File: src/common/axi_adapter_pkg.sv
/*
 * AXI adapter shared definitions
 * default sizes for the cache line and bus, request kinds and
 * the state encodings of the write and read engines
 */
`default_nettype none

package axi_adapter_pkg;

  // ----------------------------------------
  // default sizes
  // ----------------------------------------
  localparam int unsigned LINE_WIDTH      = 256;
  localparam int unsigned AXI_DATA_WIDTH  = 64;
  localparam int unsigned ADDR_WIDTH      = 32;
  localparam int unsigned ID_WIDTH        = 4;
  localparam int unsigned MAX_OUTSTANDING = 4;

  // ----------------------------------------
  // request kind
  // ----------------------------------------
  typedef enum logic [0:0] {
    REQ_SINGLE,
    REQ_LINE
  } req_type_e;

  // ----------------------------------------
  // engine states
  // ----------------------------------------
  // write side, aw and w complete in either order
  typedef enum logic [2:0] {
    WR_IDLE,
    WR_WAIT_AW,
    WR_WAIT_W,
    WR_WAIT_W_AW,
    WR_WAIT_AW_LINE,
    WR_WAIT_B
  } wr_state_e;

  typedef enum logic [1:0] {
    RD_IDLE,
    RD_WAIT_R,
    RD_WAIT_R_LINE,
    RD_DONE
  } rd_state_e;

endpackage

`default_nettype wire
File: src/axi_adapter/axi_adapter.sv
/*
 * AXI adapter top level
 * steers cache requests to the write or read engine and
 * merges their grants and responses back onto the request port
 */
`default_nettype none

module axi_adapter #(
  parameter int unsigned LINE_WIDTH      = axi_adapter_pkg::LINE_WIDTH,
  parameter int unsigned AXI_DATA_WIDTH  = axi_adapter_pkg::AXI_DATA_WIDTH,
  parameter int unsigned ADDR_WIDTH      = axi_adapter_pkg::ADDR_WIDTH,
  parameter int unsigned ID_WIDTH        = axi_adapter_pkg::ID_WIDTH,
  parameter int unsigned MAX_OUTSTANDING = axi_adapter_pkg::MAX_OUTSTANDING
) (
  input  logic                           clk_i,
  input  logic                           rst_ni,
  // request side
  input  logic                           req_i,
  input  axi_adapter_pkg::req_type_e     type_i,
  input  logic                           we_i,
  input  logic [ADDR_WIDTH-1:0]          addr_i,
  input  logic [LINE_WIDTH-1:0]          wdata_i,
  input  logic [LINE_WIDTH/8-1:0]        be_i,
  input  logic [1:0]                     size_i,
  input  logic [ID_WIDTH-1:0]            id_i,
  output logic                           gnt_o,
  output logic                           valid_o,
  output logic [LINE_WIDTH-1:0]          rdata_o,
  output logic [ID_WIDTH-1:0]            id_o,
  output logic [AXI_DATA_WIDTH-1:0]      critical_word_o,
  output logic                           critical_word_valid_o,
  output logic                           busy_o,
  // write address channel
  output logic                           aw_valid_o,
  input  logic                           aw_ready_i,
  output logic [ADDR_WIDTH-1:0]          aw_addr_o,
  output logic [7:0]                     aw_len_o,
  output logic [2:0]                     aw_size_o,
  output logic [ID_WIDTH-1:0]            aw_id_o,
  // write data channel
  output logic                           w_valid_o,
  input  logic                           w_ready_i,
  output logic [AXI_DATA_WIDTH-1:0]      w_data_o,
  output logic [AXI_DATA_WIDTH/8-1:0]    w_strb_o,
  output logic                           w_last_o,
  // write response channel
  input  logic                           b_valid_i,
  output logic                           b_ready_o,
  input  logic [ID_WIDTH-1:0]            b_id_i,
  // read address channel
  output logic                           ar_valid_o,
  input  logic                           ar_ready_i,
  output logic [ADDR_WIDTH-1:0]          ar_addr_o,
  output logic [7:0]                     ar_len_o,
  output logic [2:0]                     ar_size_o,
  output logic [ID_WIDTH-1:0]            ar_id_o,
  // read data channel
  input  logic                           r_valid_i,
  output logic                           r_ready_o,
  input  logic [AXI_DATA_WIDTH-1:0]      r_data_i,
  input  logic [ID_WIDTH-1:0]            r_id_i,
  input  logic                           r_last_i
);

  logic                wr_req, rd_req;
  logic                wr_gnt, rd_gnt;
  logic                wr_valid, rd_valid;
  logic [ID_WIDTH-1:0] wr_id, rd_id;
  logic                wr_quiet, wr_idle, rd_idle;

  // writes wait for a finished read, reads wait until all B beats are back
  assign wr_req = req_i & we_i & rd_idle;
  assign rd_req = req_i & ~we_i & wr_quiet;

  // the engines never respond in the same cycle
  assign gnt_o   = wr_gnt | rd_gnt;
  assign valid_o = wr_valid | rd_valid;
  assign id_o    = rd_valid ? rd_id : wr_id;

  assign busy_o = ~wr_idle | ~wr_quiet | ~rd_idle;

  axi_write_engine #(
    .LINE_WIDTH      (LINE_WIDTH),
    .AXI_DATA_WIDTH  (AXI_DATA_WIDTH),
    .ADDR_WIDTH      (ADDR_WIDTH),
    .ID_WIDTH        (ID_WIDTH),
    .MAX_OUTSTANDING (MAX_OUTSTANDING)
  ) i_axi_write_engine (
    .clk_i      (clk_i),
    .rst_ni     (rst_ni),
    .wr_req_i   (wr_req),
    .type_i     (type_i),
    .addr_i     (addr_i),
    .wdata_i    (wdata_i),
    .be_i       (be_i),
    .size_i     (size_i),
    .id_i       (id_i),
    .gnt_o      (wr_gnt),
    .valid_o    (wr_valid),
    .id_o       (wr_id),
    .quiet_o    (wr_quiet),
    .idle_o     (wr_idle),
    .aw_valid_o (aw_valid_o),
    .aw_ready_i (aw_ready_i),
    .aw_addr_o  (aw_addr_o),
    .aw_len_o   (aw_len_o),
    .aw_size_o  (aw_size_o),
    .aw_id_o    (aw_id_o),
    .w_valid_o  (w_valid_o),
    .w_ready_i  (w_ready_i),
    .w_data_o   (w_data_o),
    .w_strb_o   (w_strb_o),
    .w_last_o   (w_last_o),
    .b_valid_i  (b_valid_i),
    .b_ready_o  (b_ready_o),
    .b_id_i     (b_id_i)
  );

  axi_read_engine #(
    .LINE_WIDTH     (LINE_WIDTH),
    .AXI_DATA_WIDTH (AXI_DATA_WIDTH),
    .ADDR_WIDTH     (ADDR_WIDTH),
    .ID_WIDTH       (ID_WIDTH)
  ) i_axi_read_engine (
    .clk_i                 (clk_i),
    .rst_ni                (rst_ni),
    .rd_req_i              (rd_req),
    .type_i                (type_i),
    .addr_i                (addr_i),
    .size_i                (size_i),
    .id_i                  (id_i),
    .gnt_o                 (rd_gnt),
    .valid_o               (rd_valid),
    .rdata_o               (rdata_o),
    .id_o                  (rd_id),
    .critical_word_o       (critical_word_o),
    .critical_word_valid_o (critical_word_valid_o),
    .idle_o                (rd_idle),
    .ar_valid_o            (ar_valid_o),
    .ar_ready_i            (ar_ready_i),
    .ar_addr_o             (ar_addr_o),
    .ar_len_o              (ar_len_o),
    .ar_size_o             (ar_size_o),
    .ar_id_o               (ar_id_o),
    .r_valid_i             (r_valid_i),
    .r_ready_o             (r_ready_o),
    .r_data_i              (r_data_i),
    .r_id_i                (r_id_i),
    .r_last_i              (r_last_i)
  );

endmodule

`default_nettype wire

File: src/axi_adapter/axi_read_engine.sv
/*
 * AXI read engine
 * issues AR for single and line reads, assembles the line
 * from the R beats and flags the critical word as it passes
 */
`default_nettype none

module axi_read_engine #(
  parameter int unsigned LINE_WIDTH     = axi_adapter_pkg::LINE_WIDTH,
  parameter int unsigned AXI_DATA_WIDTH = axi_adapter_pkg::AXI_DATA_WIDTH,
  parameter int unsigned ADDR_WIDTH     = axi_adapter_pkg::ADDR_WIDTH,
  parameter int unsigned ID_WIDTH       = axi_adapter_pkg::ID_WIDTH
) (
  input  logic                       clk_i,
  input  logic                       rst_ni,
  input  logic                       rd_req_i,
  input  axi_adapter_pkg::req_type_e type_i,
  input  logic [ADDR_WIDTH-1:0]      addr_i,
  input  logic [1:0]                 size_i,
  input  logic [ID_WIDTH-1:0]        id_i,
  output logic                       gnt_o,
  output logic                       valid_o,
  output logic [LINE_WIDTH-1:0]      rdata_o,
  output logic [ID_WIDTH-1:0]        id_o,
  output logic [AXI_DATA_WIDTH-1:0]  critical_word_o,
  output logic                       critical_word_valid_o,
  output logic                       idle_o,
  output logic                       ar_valid_o,
  input  logic                       ar_ready_i,
  output logic [ADDR_WIDTH-1:0]      ar_addr_o,
  output logic [7:0]                 ar_len_o,
  output logic [2:0]                 ar_size_o,
  output logic [ID_WIDTH-1:0]        ar_id_o,
  input  logic                       r_valid_i,
  output logic                       r_ready_o,
  input  logic [AXI_DATA_WIDTH-1:0]  r_data_i,
  input  logic [ID_WIDTH-1:0]        r_id_i,
  input  logic                       r_last_i
);

  import axi_adapter_pkg::*;

  localparam int unsigned WORDS       = LINE_WIDTH / AXI_DATA_WIDTH;
  localparam int unsigned CNT_W       = (WORDS > 1) ? $clog2(WORDS) : 1;
  localparam int unsigned WORD_OFFSET = $clog2(AXI_DATA_WIDTH / 8);
  localparam int unsigned LINE_OFFSET = $clog2(LINE_WIDTH / 8);

  rd_state_e             state_q, state_d;
  logic [CNT_W-1:0]      cnt_q;
  logic [CNT_W-1:0]      offset_q;
  logic [ID_WIDTH-1:0]   id_q;
  logic [LINE_WIDTH-1:0] line_q;
  logic                  beat;
  logic [CNT_W-1:0]      index;

  assign ar_size_o = {1'b0, size_i};
  assign ar_id_o   = id_i;
  assign ar_len_o  = (type_i == REQ_LINE) ? 8'(WORDS - 1) : 8'd0;

  // line reads start at the line base
  always_comb begin
    ar_addr_o = addr_i;
    if (type_i == REQ_LINE) ar_addr_o[LINE_OFFSET-1:0] = '0;
  end

  assign idle_o     = (state_q == RD_IDLE);
  assign ar_valid_o = idle_o & rd_req_i;
  assign gnt_o      = ar_valid_o & ar_ready_i;

  assign r_ready_o = (state_q == RD_WAIT_R) || (state_q == RD_WAIT_R_LINE);
  assign beat      = r_ready_o & r_valid_i;
  // single reads land in word 0
  assign index     = (state_q == RD_WAIT_R_LINE) ? cnt_q : '0;

  assign critical_word_o       = r_data_i;
  assign critical_word_valid_o = beat && (state_q == RD_WAIT_R_LINE) && (cnt_q == offset_q);

  assign valid_o = (state_q == RD_DONE);
  assign id_o    = id_q;
  assign rdata_o = line_q;

  always_comb begin
    state_d = state_q;
    case (state_q)
      RD_IDLE: begin
        if (gnt_o) state_d = (type_i == REQ_LINE) ? RD_WAIT_R_LINE : RD_WAIT_R;
      end
      RD_WAIT_R, RD_WAIT_R_LINE: begin
        if (beat && r_last_i) state_d = RD_DONE;
      end
      RD_DONE: state_d = RD_IDLE;
      default: state_d = RD_IDLE;
    endcase
  end

  always_ff @(posedge clk_i or negedge rst_ni) begin
    if (!rst_ni) begin
      state_q <= RD_IDLE;
      cnt_q   <= '0;
    end else begin
      state_q <= state_d;
      if (gnt_o) begin
        cnt_q <= '0;
      end else if (beat) begin
        cnt_q <= cnt_q + 1'b1;
      end
    end
  end

  // word offset of the missing word, captured with the address
  always_ff @(posedge clk_i) begin
    if (gnt_o) offset_q <= addr_i[WORD_OFFSET +: CNT_W];
    if (beat) line_q[index*AXI_DATA_WIDTH +: AXI_DATA_WIDTH] <= r_data_i;
    if (beat && r_last_i) id_q <= r_id_i;
  end

endmodule

`default_nettype wire

File: src/axi_adapter/axi_write_engine.sv
/*
 * AXI write engine
 * sequences the AW and W channels for single and line writes
 * and either takes the B beat itself or defers it to the tracker
 */
`default_nettype none

module axi_write_engine #(
  parameter int unsigned LINE_WIDTH      = axi_adapter_pkg::LINE_WIDTH,
  parameter int unsigned AXI_DATA_WIDTH  = axi_adapter_pkg::AXI_DATA_WIDTH,
  parameter int unsigned ADDR_WIDTH      = axi_adapter_pkg::ADDR_WIDTH,
  parameter int unsigned ID_WIDTH        = axi_adapter_pkg::ID_WIDTH,
  parameter int unsigned MAX_OUTSTANDING = axi_adapter_pkg::MAX_OUTSTANDING
) (
  input  logic                        clk_i,
  input  logic                        rst_ni,
  input  logic                        wr_req_i,
  input  axi_adapter_pkg::req_type_e  type_i,
  input  logic [ADDR_WIDTH-1:0]       addr_i,
  input  logic [LINE_WIDTH-1:0]       wdata_i,
  input  logic [LINE_WIDTH/8-1:0]     be_i,
  input  logic [1:0]                  size_i,
  input  logic [ID_WIDTH-1:0]         id_i,
  output logic                        gnt_o,
  output logic                        valid_o,
  output logic [ID_WIDTH-1:0]         id_o,
  output logic                        quiet_o,
  output logic                        idle_o,
  output logic                        aw_valid_o,
  input  logic                        aw_ready_i,
  output logic [ADDR_WIDTH-1:0]       aw_addr_o,
  output logic [7:0]                  aw_len_o,
  output logic [2:0]                  aw_size_o,
  output logic [ID_WIDTH-1:0]         aw_id_o,
  output logic                        w_valid_o,
  input  logic                        w_ready_i,
  output logic [AXI_DATA_WIDTH-1:0]   w_data_o,
  output logic [AXI_DATA_WIDTH/8-1:0] w_strb_o,
  output logic                        w_last_o,
  input  logic                        b_valid_i,
  output logic                        b_ready_o,
  input  logic [ID_WIDTH-1:0]         b_id_i
);

  import axi_adapter_pkg::*;

  localparam int unsigned WORDS  = LINE_WIDTH / AXI_DATA_WIDTH;
  localparam int unsigned STRB_W = AXI_DATA_WIDTH / 8;
  localparam int unsigned CNT_W  = (WORDS > 1) ? $clog2(WORDS) : 1;
  localparam logic [7:0]  LINE_LEN = 8'(WORDS - 1);

  wr_state_e             state_q, state_d;
  logic [CNT_W-1:0]      cnt_q, cnt_d;
  logic [ID_WIDTH-1:0]   id_q;
  logic                  defer, can_issue, any_outstanding, full;
  logic                  own_b_ready, trk_b_ready, retire;

  // fixed request fields are held stable until the grant
  assign aw_addr_o = addr_i;
  assign aw_size_o = {1'b0, size_i};
  assign aw_id_o   = id_i;

  // beat counter picks the word and its strobes
  assign w_data_o = wdata_i[cnt_q*AXI_DATA_WIDTH +: AXI_DATA_WIDTH];
  assign w_strb_o = be_i[cnt_q*STRB_W +: STRB_W];
  assign w_last_o = (type_i == REQ_SINGLE) || (cnt_q == CNT_W'(WORDS - 1));

  assign idle_o  = (state_q == WR_IDLE);
  assign quiet_o = idle_o & ~any_outstanding;

  // both the engine and the tracker answer with the B beat's ID
  assign id_o      = b_id_i;
  assign valid_o   = own_b_ready | retire;
  assign b_ready_o = own_b_ready | trk_b_ready;

  always_comb begin
    state_d     = state_q;
    cnt_d       = cnt_q;
    aw_valid_o  = 1'b0;
    aw_len_o    = '0;
    w_valid_o   = 1'b0;
    gnt_o       = 1'b0;
    own_b_ready = 1'b0;
    defer       = 1'b0;

    case (state_q)
      // aw and w both still pending
      WR_IDLE, WR_WAIT_W_AW: begin
        if (state_q == WR_WAIT_W_AW || (wr_req_i && can_issue)) begin
          aw_valid_o = 1'b1;
          w_valid_o  = 1'b1;
          aw_len_o   = (type_i == REQ_LINE) ? LINE_LEN : 8'd0;
          if (aw_ready_i && w_ready_i && w_last_o) begin
            gnt_o   = 1'b1;
            state_d = WR_WAIT_B;
          end else if (aw_ready_i) begin
            state_d = WR_WAIT_W;
            if (w_ready_i) cnt_d = cnt_q + 1'b1;
          end else if (w_ready_i && w_last_o) begin
            state_d = (type_i == REQ_LINE) ? WR_WAIT_AW_LINE : WR_WAIT_AW;
          end else begin
            state_d = WR_WAIT_W_AW;
            if (w_ready_i) cnt_d = cnt_q + 1'b1;
          end
        end
      end

      WR_WAIT_W: begin
        w_valid_o = 1'b1;
        if (w_ready_i) begin
          if (w_last_o) begin
            gnt_o   = 1'b1;
            state_d = WR_WAIT_B;
          end else begin
            cnt_d = cnt_q + 1'b1;
          end
        end
      end

      // all data sent while the address is still owed
      WR_WAIT_AW, WR_WAIT_AW_LINE: begin
        aw_valid_o = 1'b1;
        aw_len_o   = (state_q == WR_WAIT_AW_LINE) ? LINE_LEN : 8'd0;
        if (aw_ready_i) begin
          gnt_o   = 1'b1;
          state_d = WR_WAIT_B;
        end
      end

      WR_WAIT_B: begin
        cnt_d = '0;
        if (b_valid_i && !any_outstanding) begin
          own_b_ready = 1'b1;
          state_d     = WR_IDLE;
        end else if (!full) begin
          // let the tracker collect this response later
          defer   = 1'b1;
          state_d = WR_IDLE;
        end
      end

      default: state_d = WR_IDLE;
    endcase
  end

  always_ff @(posedge clk_i or negedge rst_ni) begin
    if (!rst_ni) begin
      state_q <= WR_IDLE;
      cnt_q   <= '0;
    end else begin
      state_q <= state_d;
      cnt_q   <= cnt_d;
    end
  end

  // ID of the write in flight is handed to the tracker on deferral
  always_ff @(posedge clk_i) begin
    if (gnt_o) id_q <= id_i;
  end

  write_tracker #(
    .ID_WIDTH        (ID_WIDTH),
    .MAX_OUTSTANDING (MAX_OUTSTANDING)
  ) i_write_tracker (
    .clk_i             (clk_i),
    .rst_ni            (rst_ni),
    .defer_i           (defer),
    .issue_id_i        (id_q),
    .new_id_i          (id_i),
    .can_issue_o       (can_issue),
    .any_outstanding_o (any_outstanding),
    .full_o            (full),
    .b_valid_i         (b_valid_i),
    .b_ready_o         (trk_b_ready),
    .retire_o          (retire)
  );

endmodule

`default_nettype wire

File: src/logic/write_tracker.sv
/*
 * outstanding write tracker
 * counts deferred writes, holds their shared ID, decides admission
 * of new writes and retires their B responses
 */
`default_nettype none

module write_tracker #(
  parameter int unsigned ID_WIDTH        = axi_adapter_pkg::ID_WIDTH,
  parameter int unsigned MAX_OUTSTANDING = axi_adapter_pkg::MAX_OUTSTANDING
) (
  input  logic                clk_i,
  input  logic                rst_ni,
  input  logic                defer_i,
  input  logic [ID_WIDTH-1:0] issue_id_i,
  input  logic [ID_WIDTH-1:0] new_id_i,
  output logic                can_issue_o,
  output logic                any_outstanding_o,
  output logic                full_o,
  input  logic                b_valid_i,
  output logic                b_ready_o,
  output logic                retire_o
);

  localparam int unsigned CNT_W = $clog2(MAX_OUTSTANDING + 1);

  logic [CNT_W-1:0]    cnt_q, cnt_d;
  logic [ID_WIDTH-1:0] id_q;

  assign any_outstanding_o = (cnt_q != '0);
  assign full_o            = (cnt_q == CNT_W'(MAX_OUTSTANDING));

  // same ID keeps the B responses in order
  assign can_issue_o = !any_outstanding_o || (new_id_i == id_q);

  // every B beat belongs to a deferred write while any are pending
  assign retire_o  = b_valid_i & any_outstanding_o;
  assign b_ready_o = retire_o;

  // a deferral and a retirement may land in the same cycle
  always_comb begin
    cnt_d = cnt_q;
    if (defer_i) cnt_d = cnt_d + 1'b1;
    if (retire_o) cnt_d = cnt_d - 1'b1;
  end

  always_ff @(posedge clk_i or negedge rst_ni) begin
    if (!rst_ni) begin
      cnt_q <= '0;
    end else begin
      cnt_q <= cnt_d;
    end
  end

  always_ff @(posedge clk_i) begin
    if (defer_i) id_q <= issue_id_i;
  end

endmodule

`default_nettype wire

File: config.mk
export PLATFORM = sky130hd
export DESIGN_NAME = axi_adapter
export DESIGN_NICKNAME = d
export VERILOG_FILES = /design/src/common/axi_adapter_pkg.sv /design/src/axi_adapter/axi_adapter.sv /design/src/axi_adapter/axi_read_engine.sv /design/src/axi_adapter/axi_write_engine.sv /design/src/logic/write_tracker.sv
export SDC_FILE = /design/constraint.sdc
export NUM_CORES = 1
export LEC_CHECK = 0
export BUFFER_PORTS_ARGS = -buffer_cell sky130_fd_sc_hd__buf_2
export CAP_MARGIN = 25
export CORE_AREA = 2 2 351 353
export CTS_CLUSTER_SIZE = 28
export DETAILED_ROUTE_END_ITERATION = 7
export DIE_AREA = 0 0 353 355
export PLACE_DENSITY = 0.36
export SETUP_SLACK_MARGIN = 0.4
export SKIP_LAST_GASP = 1
export SLEW_MARGIN = 25
export SYNTH_ARGS = -nofsm -noshare
export SYNTH_HDL_FRONTEND = slang
export SYNTH_HIERARCHICAL = 1
export SYNTH_SLANG_ARGS = --single-unit
File: constraint.sdc
create_clock -name clk_i -period 5.3 [get_ports clk_i]
set_clock_uncertainty 0.1 [all_clocks]
set_input_delay 0.53 -clock clk_i [delete_from_list [all_inputs] [get_ports clk_i]]
set_output_delay 0.53 -clock clk_i [all_outputs]
set_load 0.05 [all_outputs]
==> results of run 1 <==
worst min-delay path by stage:
stage	slack, ns	end	from
6_report	0.07	i_axi_read_engine/offset_q[1]$_DFFE_PP_	addr_i[4]
2_1_floorplan	0.13	i_axi_read_engine/cnt_q[0]$_DFFE_PN0P_	rst_ni
3_3_place_gp	0.31	i_axi_write_engine/i_write_tracker/id_q[2]$_DFFE_PP_	i_axi_write_engine/id_q[2]$_DFFE_PP_
5_1_grt	0.01	i_axi_read_engine/offset_q[1]$_DFFE_PP_	addr_i[4]
4_1_cts	0.005	i_axi_read_engine/offset_q[1]$_DFFE_PP_	addr_i[4]
3_5_place_dp	0.31	i_axi_write_engine/i_write_tracker/id_q[0]$_DFFE_PP_	i_axi_write_engine/id_q[0]$_DFFE_PP_
cells in the mapped netlist (all sizes together) (5+ instances only):
master and number:
clkbuf 34, and3 9, xnor2 5, ha 12, a21oi 5, nor2 13, and2 260, nand2 13
mux2i 6, dfrtp 12, nand3 5, inv 10, mux4 72, edfxtp 270, buf 170, nor2b 5
xor2 9
through the flow:
step	instances	util	instance area, um2	hold WS [ns]	setup slack, ns
after detailed placement	3207	0.157	19000	0.305	2.02
final	3360	0.169	20500	0.0672	1.52
after global routing	3313	0.168	20400	0.0133	1.27
after CTS	3281	0.167	20300	0.00458	1.38
after floorplan	965	-	14200	0.134	1.94
after global placement	3206	0.156	19000	0.313	2.03
final cells by class:
cell class | instances | area (um2)
Fill cell | 13600 | 101000
Sequential cell | 282 | 8420
Multi-Input combinational cell | 469 | 4360
Timing Repair Buffer | 827 | 4250
Tap cell | 1625 | 2030
Clock buffer | 48 | 1030
Clock inverter | 21 | 206
Antenna cell | 78 | 195
Inverter | 10 | 40.0
per-layer routing:
layer  global-route usage  vias to the layer above
met5                    0                        -
met4               0.0790                        0
met3               0.0367                      320
met2                0.305                      813
met1                0.132                     5573
li1                     -                     4700
where the power goes:
group	total (mW)	internal (mW)	switching, mW
clock	2.59	1.53	1.06
sequential	3.33	3.09	0.240
combinational	4.98	1.24	3.74
total	10.9	5.86	5.03
cell families (layout without fill, tap and decap cells):
kind of cell,after synthesis,after routing,share of synthesized area
flip-flops,282,282,0.595
multiplexers,82,82,0.122
adder cells (fa/ha/maj),13,13,0.0114
AO/OA/AOI/OAI,23,23,0.0129
AND/OR/NAND/NOR,323,323,0.147
other,2,92,0.000532
buffers and inverters,214,906,0.102
XOR/XNOR,14,14,0.00868
cells in the final DEF, fill, tap and decap left out, types with 4 or more instances in the layout:
master         Yosys  routed
nand3_1            5       5
edfxtp_1         270     270
clkinv_2           0       4
and3_4             0       6
and2_1           207     207
nor2_1            13      13
dfrtp_1           12      10
xor2_1             9       9
xnor2_1            5       5
nand2_1           11      11
nor2b_1            5       5
ha_1              12      12
mux2_1             4       4
inv_1              8       8
buf_4            158      12
and2_2            53      53
mux4_2            72      72
dlygate4sd3_1      0       5
buf_2             10     807
mux2i_1            6       6
conb_1             2      14
clkbuf_16          0      40
clkbuf_1          22       8
diode_2            0      78
clkinv_1           0       6
a21oi_1            5       5
sequential cells by signal (all words and copies together), names as in the netlist:
signal	cells
i_axi_read_engine/id_o	4
i_axi_write_engine/state_q	3
i_axi_write_engine/cnt_q	2
i_axi_read_engine/offset_q	2
i_axi_read_engine/rdata_o	256
i_axi_read_engine/state_q	2
i_axi_write_engine/i_write_tracker/id_q	4
i_axi_write_engine/id_q	4
i_axi_read_engine/cnt_q	2
i_axi_write_engine/i_write_tracker/cnt_q	3
==> flow_summary.toml, run 1 <==
[setup_path]
crit_family = "flip-flops"
critPathCaptureType = "primary output"
path_cells = "ha_1, nand2b_1, nand2_1, a211o_1, o21ai_0, o2bb2ai_1, or2_1, buf_2"
crit_path_start = "i_axi_write_engine/cnt_q[0]$_DFFE_PN0P_"
crit_end = "gnt_o"
path_buf_inv = 1
worstPathRequired_ns = 4.67
reg2reg_to = "i_axi_read_engine/rdata_o[165]$_DFFE_PP_"
reg2reg_from = "i_axi_read_engine/state_q[0]$_DFFE_PN0P_"
critPathLaunchType = "register"
cpPeakStageDelay_ns = 0.79
r2r_slack_ns = 2.26
arrival_ns = 3.15
cp_slowest_cell = "dfrtp_4"
crit_type = "register to primary output"
cp_max_fo = 25
r2r_cells = 7
worst-path-stages = 8

[job]
max_cap_viol_count = 0

[synth]
ys_async_sr_fraction = 0.0426
ys_top_cells_by_area = "edfxtp_1 (57%), mux4_2 (11%), and2_1 (9.2%), buf_4 (8.4%), and2_2 (2.8%)"
synth_cell_types = 56
synth_edf_count = 270
yosysTopAreaCellShare = 0.574
syn_avg_cell_area_um2 = 14.8
synth-seq-cells = 282
ys.flop_type = "edfxtp_1"
yosysTopAreaCell = "edfxtp_1"
synth_area_um2 = 14100
yosysWarnings = 6
yosysSeqAreaShare = 0.595
synthCells = 953

[pwr]
vdd_drop_max_mv = 0.319
power_density_nw_per_um2 = 531
leakagePower_nw = 7.62
design_power_total_mw = 10.9

[place]
gp_congestion = 0.923
detailed_place_hpwl_um = 81500
io_buffer_count = 807

[route]
num_vias = 11400
drc = 0
wl_per_cell_um = 29.1
dr_wl_met2_um = 54200
ant_nets = 0
drt-initial-drc-count = 617
wirelength_met1_um = 29200
wl_met3_um = 6520
wirelength_um = 97700
drtPass1Iterations = 4
viasPerCell = 3.39
maxUsedRoutingLayer = "met4"

[sta]
setup_viol = 0
final_max_slew_viol_count = 0
maxSlewHeadroom = 0.393
worst_pin_slew_ns = 0.910
finalCritPeriodShare = 0.712
fin_setup_tns_ns = 0
rsz0062_at_grt = "false"
fmax_mhz = 265
final-hold-violation-count = 0
period_minus_slack_ns = 3.78

[floorplanning]
die_w_um = 353
io_pins = 909
start_util = 0.116
die_y_um = 355
coreArea_um2 = 121000
dieArea_um2 = 125000
fp-row-count = 128

[cts]
ctsHtreeMaxLevel = 2
numCtsBuffers = 39
clock-sinks = 282
clk_pin_slew_ns = 0.06
cts_resized = 0
cts_max_path_buffers = 3
clkLatencyLatePin_ns = 0.58
cts_tree = "built"
cts_hold_buf = 5
cts_setup_buffers = 0
cts_root_buffer = "clkbuf_16"

[min_path]
holdPathStages = 1
holdCritPathClass = "primary input to register"

[global_route]
grt_start_max_net_pins = 61
grt.overflow.total = 0
grt_pass1_wl_um = 121000
grt_pass1_vias = 11400
track_usage = 0.149
antenna_found_initial = 150

[finish]
nNetsFinal = 2050
drive_above_1_share = 0.619
area_delta_synth_final_pct = 45.4

[outcome]
status = "complete, no violations"
Power figures use the tool's default switching activity.
==> inputs of run 2 (changes only) <==
- CORE_AREA: 2 2 351 353 -> 2 2 357 359
- DIE_AREA: 0 0 353 355 -> 0 0 359 361
- PLACE_DENSITY: 0.36 -> 0.37
- clock period: 5.3 -> 3.16 ns (I/O delays scaled with it)
==> flow_summary.toml, run 2 (same netlist as run 1, synthesis figures left out) <==
[floorplanning]
fp-row-count = 130
start_util = 0.113
dieArea_um2 = 130000
coreArea_um2 = 125000
die_w_um = 359
io_pins = 909
die_y_um = 361

[sta]
rsz0062_at_grt = "true"
setup_viol = 0
fin_setup_tns_ns = 0
fmax_mhz = 347
worst_pin_slew_ns = 0.560
finalCritPeriodShare = 0.911
final_max_slew_viol_count = 0
maxSlewHeadroom = 0.626
period_minus_slack_ns = 2.88
holdWs_ns = 0.0600
final-hold-violation-count = 0

[min_path]
holdCritPathClass = "primary input to register"

[setup_path]
arrival_ns = 2.46
crit_type = "primary input to primary output"
worstPathRequired_ns = 2.74
critPathLaunchType = "primary input"
cp_max_fo = 4
critPathCaptureType = "primary output"

[global_route]
grt_start_max_net_pins = 74
grt_pass1_vias = 11000
grt_pass1_wl_um = 116000
grt.overflow.total = 0
track_usage = 0.138
antenna_found_initial = 118

[cts]
ctsHtreeMaxLevel = 2
cts_root_buffer = "clkbuf_16"
numCtsBuffers = 38
clk_pin_slew_ns = 0.05
cts_max_path_buffers = 3
clock-sinks = 282
clkLatencyLatePin_ns = 0.58
cts_tree = "built"

[pwr]
vdd_drop_max_mv = 0.483
design_power_total_mw = 18.5
leakagePower_nw = 7.94
power_density_nw_per_um2 = 875

[finish]
final_util = 0.169
final_cell_mix = "buf_2 (800), edfxtp_1 (270), and2_1 (206)"
nNetsFinal = 2116
largest_register_ffs = 256
drive_above_1_share = 0.611
area_delta_synth_final_pct = 50.0
final_common_cell = "buf_2"

[job]
max_cap_viol_count = 0

[route]
ant_nets = 0
drc = 0
viasPerCell = 3.27
wirelength_um = 92500
drtPass1Iterations = 4
wl_per_cell_um = 27.2
num_vias = 11100
drt-initial-drc-count = 579

[place]
gp_congestion = 0.868
detailed_place_hpwl_um = 77200
io_buffer_count = 807

[outcome]
status = "complete, no violations"
run 2: cell types whose count changed in the layout (fill, tap and decap cells not counted), moves of 3 or more:
cell,delta
buf_4,+14
buf_12,+8
clkbuf_1,-3
diode_2,-47
buf_2,-7
dlygate4sd3_1,+49
buf_6,+3
run 2: critical path, cell delays in order:
cell	delay [ns]
dlygate4sd3_1	0.53
buf_2	0.16
xor2_1	0.17
o41ai_2	0.33
buf_4	0.18
and2_4	0.15
a21oi_1	0.06
o21ai_1	0.16
o2bb2ai_2	0.12
or2_1	0.13
buf_6	0.16
run 2: what timing repair did:
action / in CTS / in global routing
hold buffers: 54 / 0
endpoints found under the setup margin: 70 / 101
gates cloned: 1 / 0
gates resized for setup: 12 / 12
setup buffers: 4 / 2
pin swaps: 3 / 7
endpoints found under the hold margin: 177 / 0
run 2: final timing paths:
path                                                           from                                                     to  slack [ns]  cells after the start
min in group asynchronous                                    rst_ni  i_axi_write_engine/i_write_tracker/cnt_q[0]$_DFF_PN0_        0.15                      2
hold / removal                                         r_data_i[50]                i_axi_read_engine/rdata_o[50]$_DFFE_PP_        0.06                      2
max in group asynchronous                                    rst_ni                i_axi_write_engine/cnt_q[0]$_DFFE_PN0P_        2.50                      2
hold reg to reg                i_axi_write_engine/id_q[2]$_DFFE_PP_   i_axi_write_engine/i_write_tracker/id_q[2]$_DFFE_PP_        0.32                      0
setup reg to reg           i_axi_read_engine/state_q[0]$_DFFE_PN0P_               i_axi_read_engine/rdata_o[233]$_DFFE_PP_        0.60                      7
setup / recovery                                            id_i[2]                                                  gnt_o        0.28                     11
run 2: cell type report:
class / instances / area, um2
well taps: 1650 / 2060
flip-flops and latches: 282 / 8420
repair buffers: 894 / 5000
fillers: 14000 / 104000
clock buffers: 44 / 995
inverters: 10 / 40.0
diodes: 31 / 77.6
multi-input cells: 469 / 4420
clock inverters: 18 / 163
run 2: metal layers:
layer / GRT usage / vias to the layer above / wire length (um)
met1: 0.122 / 5279 / 27500
met2: 0.289 / 774 / 53400
met4: 0.0386 / 4 / 3760
li1: - / 4777 / -
met3: 0.0455 / 282 / 7750
met5: 0 / - / 24
run 2: report_power, final:
group / switching (mW) / leakage, nW / internal [mW]
Clock: 1.77 / 0.569 / 2.41
Combinational: 6.46 / 5.09 / 2.42
Sequential: 0.286 / 2.29 / 5.17
run 2: metrics by stage:
step | instances | area [um2] | worst slack (ns)
after floorplan | 965 | 14200 | 0.502
after global placement | 3244 | 19200 | 0.396
after detailed placement | 3244 | 19200 | 0.427
after CTS | 3365 | 21000 | 0.231
after global routing | 3373 | 21100 | 0.185
final | 3398 | 21200 | 0.280
==> inputs of run 3 (changes only) <==
- CORE_AREA: 2 2 357 359 -> 2 2 351 353
- DIE_AREA: 0 0 359 361 -> 0 0 353 355
- PLACE_DENSITY: 0.37 -> 0.36
- clock period: 3.16 -> 2.9 ns (I/O delays scaled with it)
==> flow_summary.toml, run 3 (same netlist as run 1, synthesis figures left out) <==
[sta]
finalCritPeriodShare = 0.980
fin_setup_tns_ns = 0
maxSlewHeadroom = 0.598
final_max_slew_viol_count = 0
final-hold-violation-count = 0
setup_viol = 0
fmax_mhz = 352
period_minus_slack_ns = 2.84
rsz0062_at_grt = "true"
worst_pin_slew_ns = 0.602

[cts]
cts_root_buffer = "clkbuf_16"
cts_max_path_buffers = 3
cts_tree = "built"
clock-sinks = 282
clkLatencyLatePin_ns = 0.57
numCtsBuffers = 35
ctsHtreeMaxLevel = 2
clk_pin_slew_ns = 0.07

[finish]
nFillCells = 13500
nNetsFinal = 2161
multiInputGateArea_um2 = 4490
final_util = 0.186
area_delta_synth_final_pct = 60.2
drive_above_1_share = 0.626
final_cell_mix = "buf_2 (726), edfxtp_1 (270), and2_1 (204)"
largest_register_ffs = 256
instances_no_fill = 3453
final_common_cell = "buf_2"
regArea_um2 = 8420

[job]
max_cap_viol_count = 0

[pwr]
pwr-share-comb = 0.531
p_clk_frac = 0.194
vdd_drop_max_mv = 0.559
leakagePower_nw = 8.46
power_density_nw_per_um2 = 955
power.switching_mw = 9.85
design_power_total_mw = 21.6
netSwitchingFraction = 0.456
seqPwrFrac = 0.275
p_int_mw = 11.8

[global_route]
grt.overflow.total = 0
track_usage = 0.146
grt_pass1_wl_um = 120000
grt_start_max_net_pins = 74
antenna_found_initial = 97
grt_pass1_vias = 11900

[setup_path]
r2r_slack_ns = 0.53
reg2reg_to = "i_axi_read_engine/rdata_o[195]$_DFFE_PP_"
crit_type = "register to primary output"
cp_max_fo = 2
reg2reg_from = "i_axi_read_engine/state_q[0]$_DFFE_PN0P_"
r2r_cells = 8
worstPathRequired_ns = 2.51
arrival_ns = 2.45
critPathLaunchType = "register"
critPathCaptureType = "primary output"

[floorplanning]
coreArea_um2 = 121000
start_util = 0.116
dieArea_um2 = 125000
die_w_um = 353
fp-row-count = 128
die_y_um = 355
io_pins = 909

[min_path]
holdPathEnd = "i_axi_read_engine/rdata_o[113]$_DFFE_PP_"
holdCritPathClass = "primary input to register"
holdPathStages = 2
min_from = "r_data_i[49]"

[route]
drtPass1Iterations = 6
viasPerCell = 3.37
wirelength_um = 95900
wl_per_cell_um = 27.8
num_vias = 11600
drt-initial-drc-count = 702
drc = 0
ant_nets = 0

[place]
gp_congestion = 0.900
detailed_place_hpwl_um = 75400
io_buffer_count = 807
dp_cells = 3224

[outcome]
status = "complete, no violations"
## run 3: critical path, stage by stage, from the launching register on
cell and delay (ns):
edfxtp_1 0.38, xor2_1 0.19, o41ai_2 0.35, buf_4 0.17, and2_4 0.15, a21oi_2 0.05
o21ai_1 0.16, o2bb2ai_2 0.14, or2_4 0.16, buf_8 0.14
## run 3: final cells by class
class / instances / share of cell area
antenna: 64 / 0.00708
clock buffer: 41 / 0.0397
clock inverter: 20 / 0.00719
inverter: 10 / 0.00177
multi-input combinational: 469 / 0.199
sequential: 282 / 0.372
tap: 1625 / 0.0899
timing repair buffer: 942 / 0.284
## run 3: repair_timing
item,CTS,global route
endpoints found under the hold margin,197,0
resized for setup,225,19
cloned,14,0
pin swaps,8,10
setup buffers,31,1
endpoints found under the setup margin,249,108
hold buffers,58,0
## run 3: worst max-delay path by stage
stage	from	endpoint	slack (ns)	cells past startpoint
6_report	i_axi_write_engine/i_write_tracker/id_q[1]$_DFFE_PP_	gnt_o	0.06	9
5_1_grt	i_axi_write_engine/i_write_tracker/id_q[2]$_DFFE_PP_	gnt_o	-0.08	9
4_1_cts	i_axi_write_engine/i_write_tracker/id_q[0]$_DFFE_PP_	gnt_o	-0.1	9
3_5_place_dp	i_axi_read_engine/state_q[0]$_DFFE_PN0P_	i_axi_read_engine/rdata_o[245]$_DFFE_PP_	0.20	7
3_3_place_gp	id_i[2]	gnt_o	0.21	10
2_1_floorplan	i_axi_read_engine/state_q[1]$_DFFE_PN0P_	critical_word_valid_o	0.42	5
## run 3: layer usage
metal / vias up / wire, um / track usage
met5: - / 40 / 0
met4: 6 / 7000 / 0.0990
met3: 290 / 7160 / 0.0423
met2: 784 / 52900 / 0.285
met1: 5658 / 28800 / 0.129
li1: 4910 / - / -
## run 3: through the flow
| stage | hold slack [ns] | setup WS (ns) | area (um2) |
|---|---|---|---|
| 3_5_place_dp | 0.122 | 0.201 | 19300 |
| 5_1_grt | 0.00490 | -0.0798 | 22600 |
| 3_3_place_gp | 0.113 | 0.214 | 19300 |
| 4_1_cts | 0.000499 | -0.0952 | 22400 |
| 2_1_floorplan | -0.106 | 0.420 | 14200 |
| 6_report | 0.0318 | 0.0571 | 22600 |
## run 3: power groups by stage
stage                     clock network (mW)  registers, mW  logic (mW)
final                                   4.19           5.93        11.5
after floorplan                            0           8.37        4.49
after CTS                               4.40           5.95        11.7
after global placement                     0           6.05        9.78
after detailed placement                   0           6.05        9.86
after global routing                    4.52           6.02        12.0
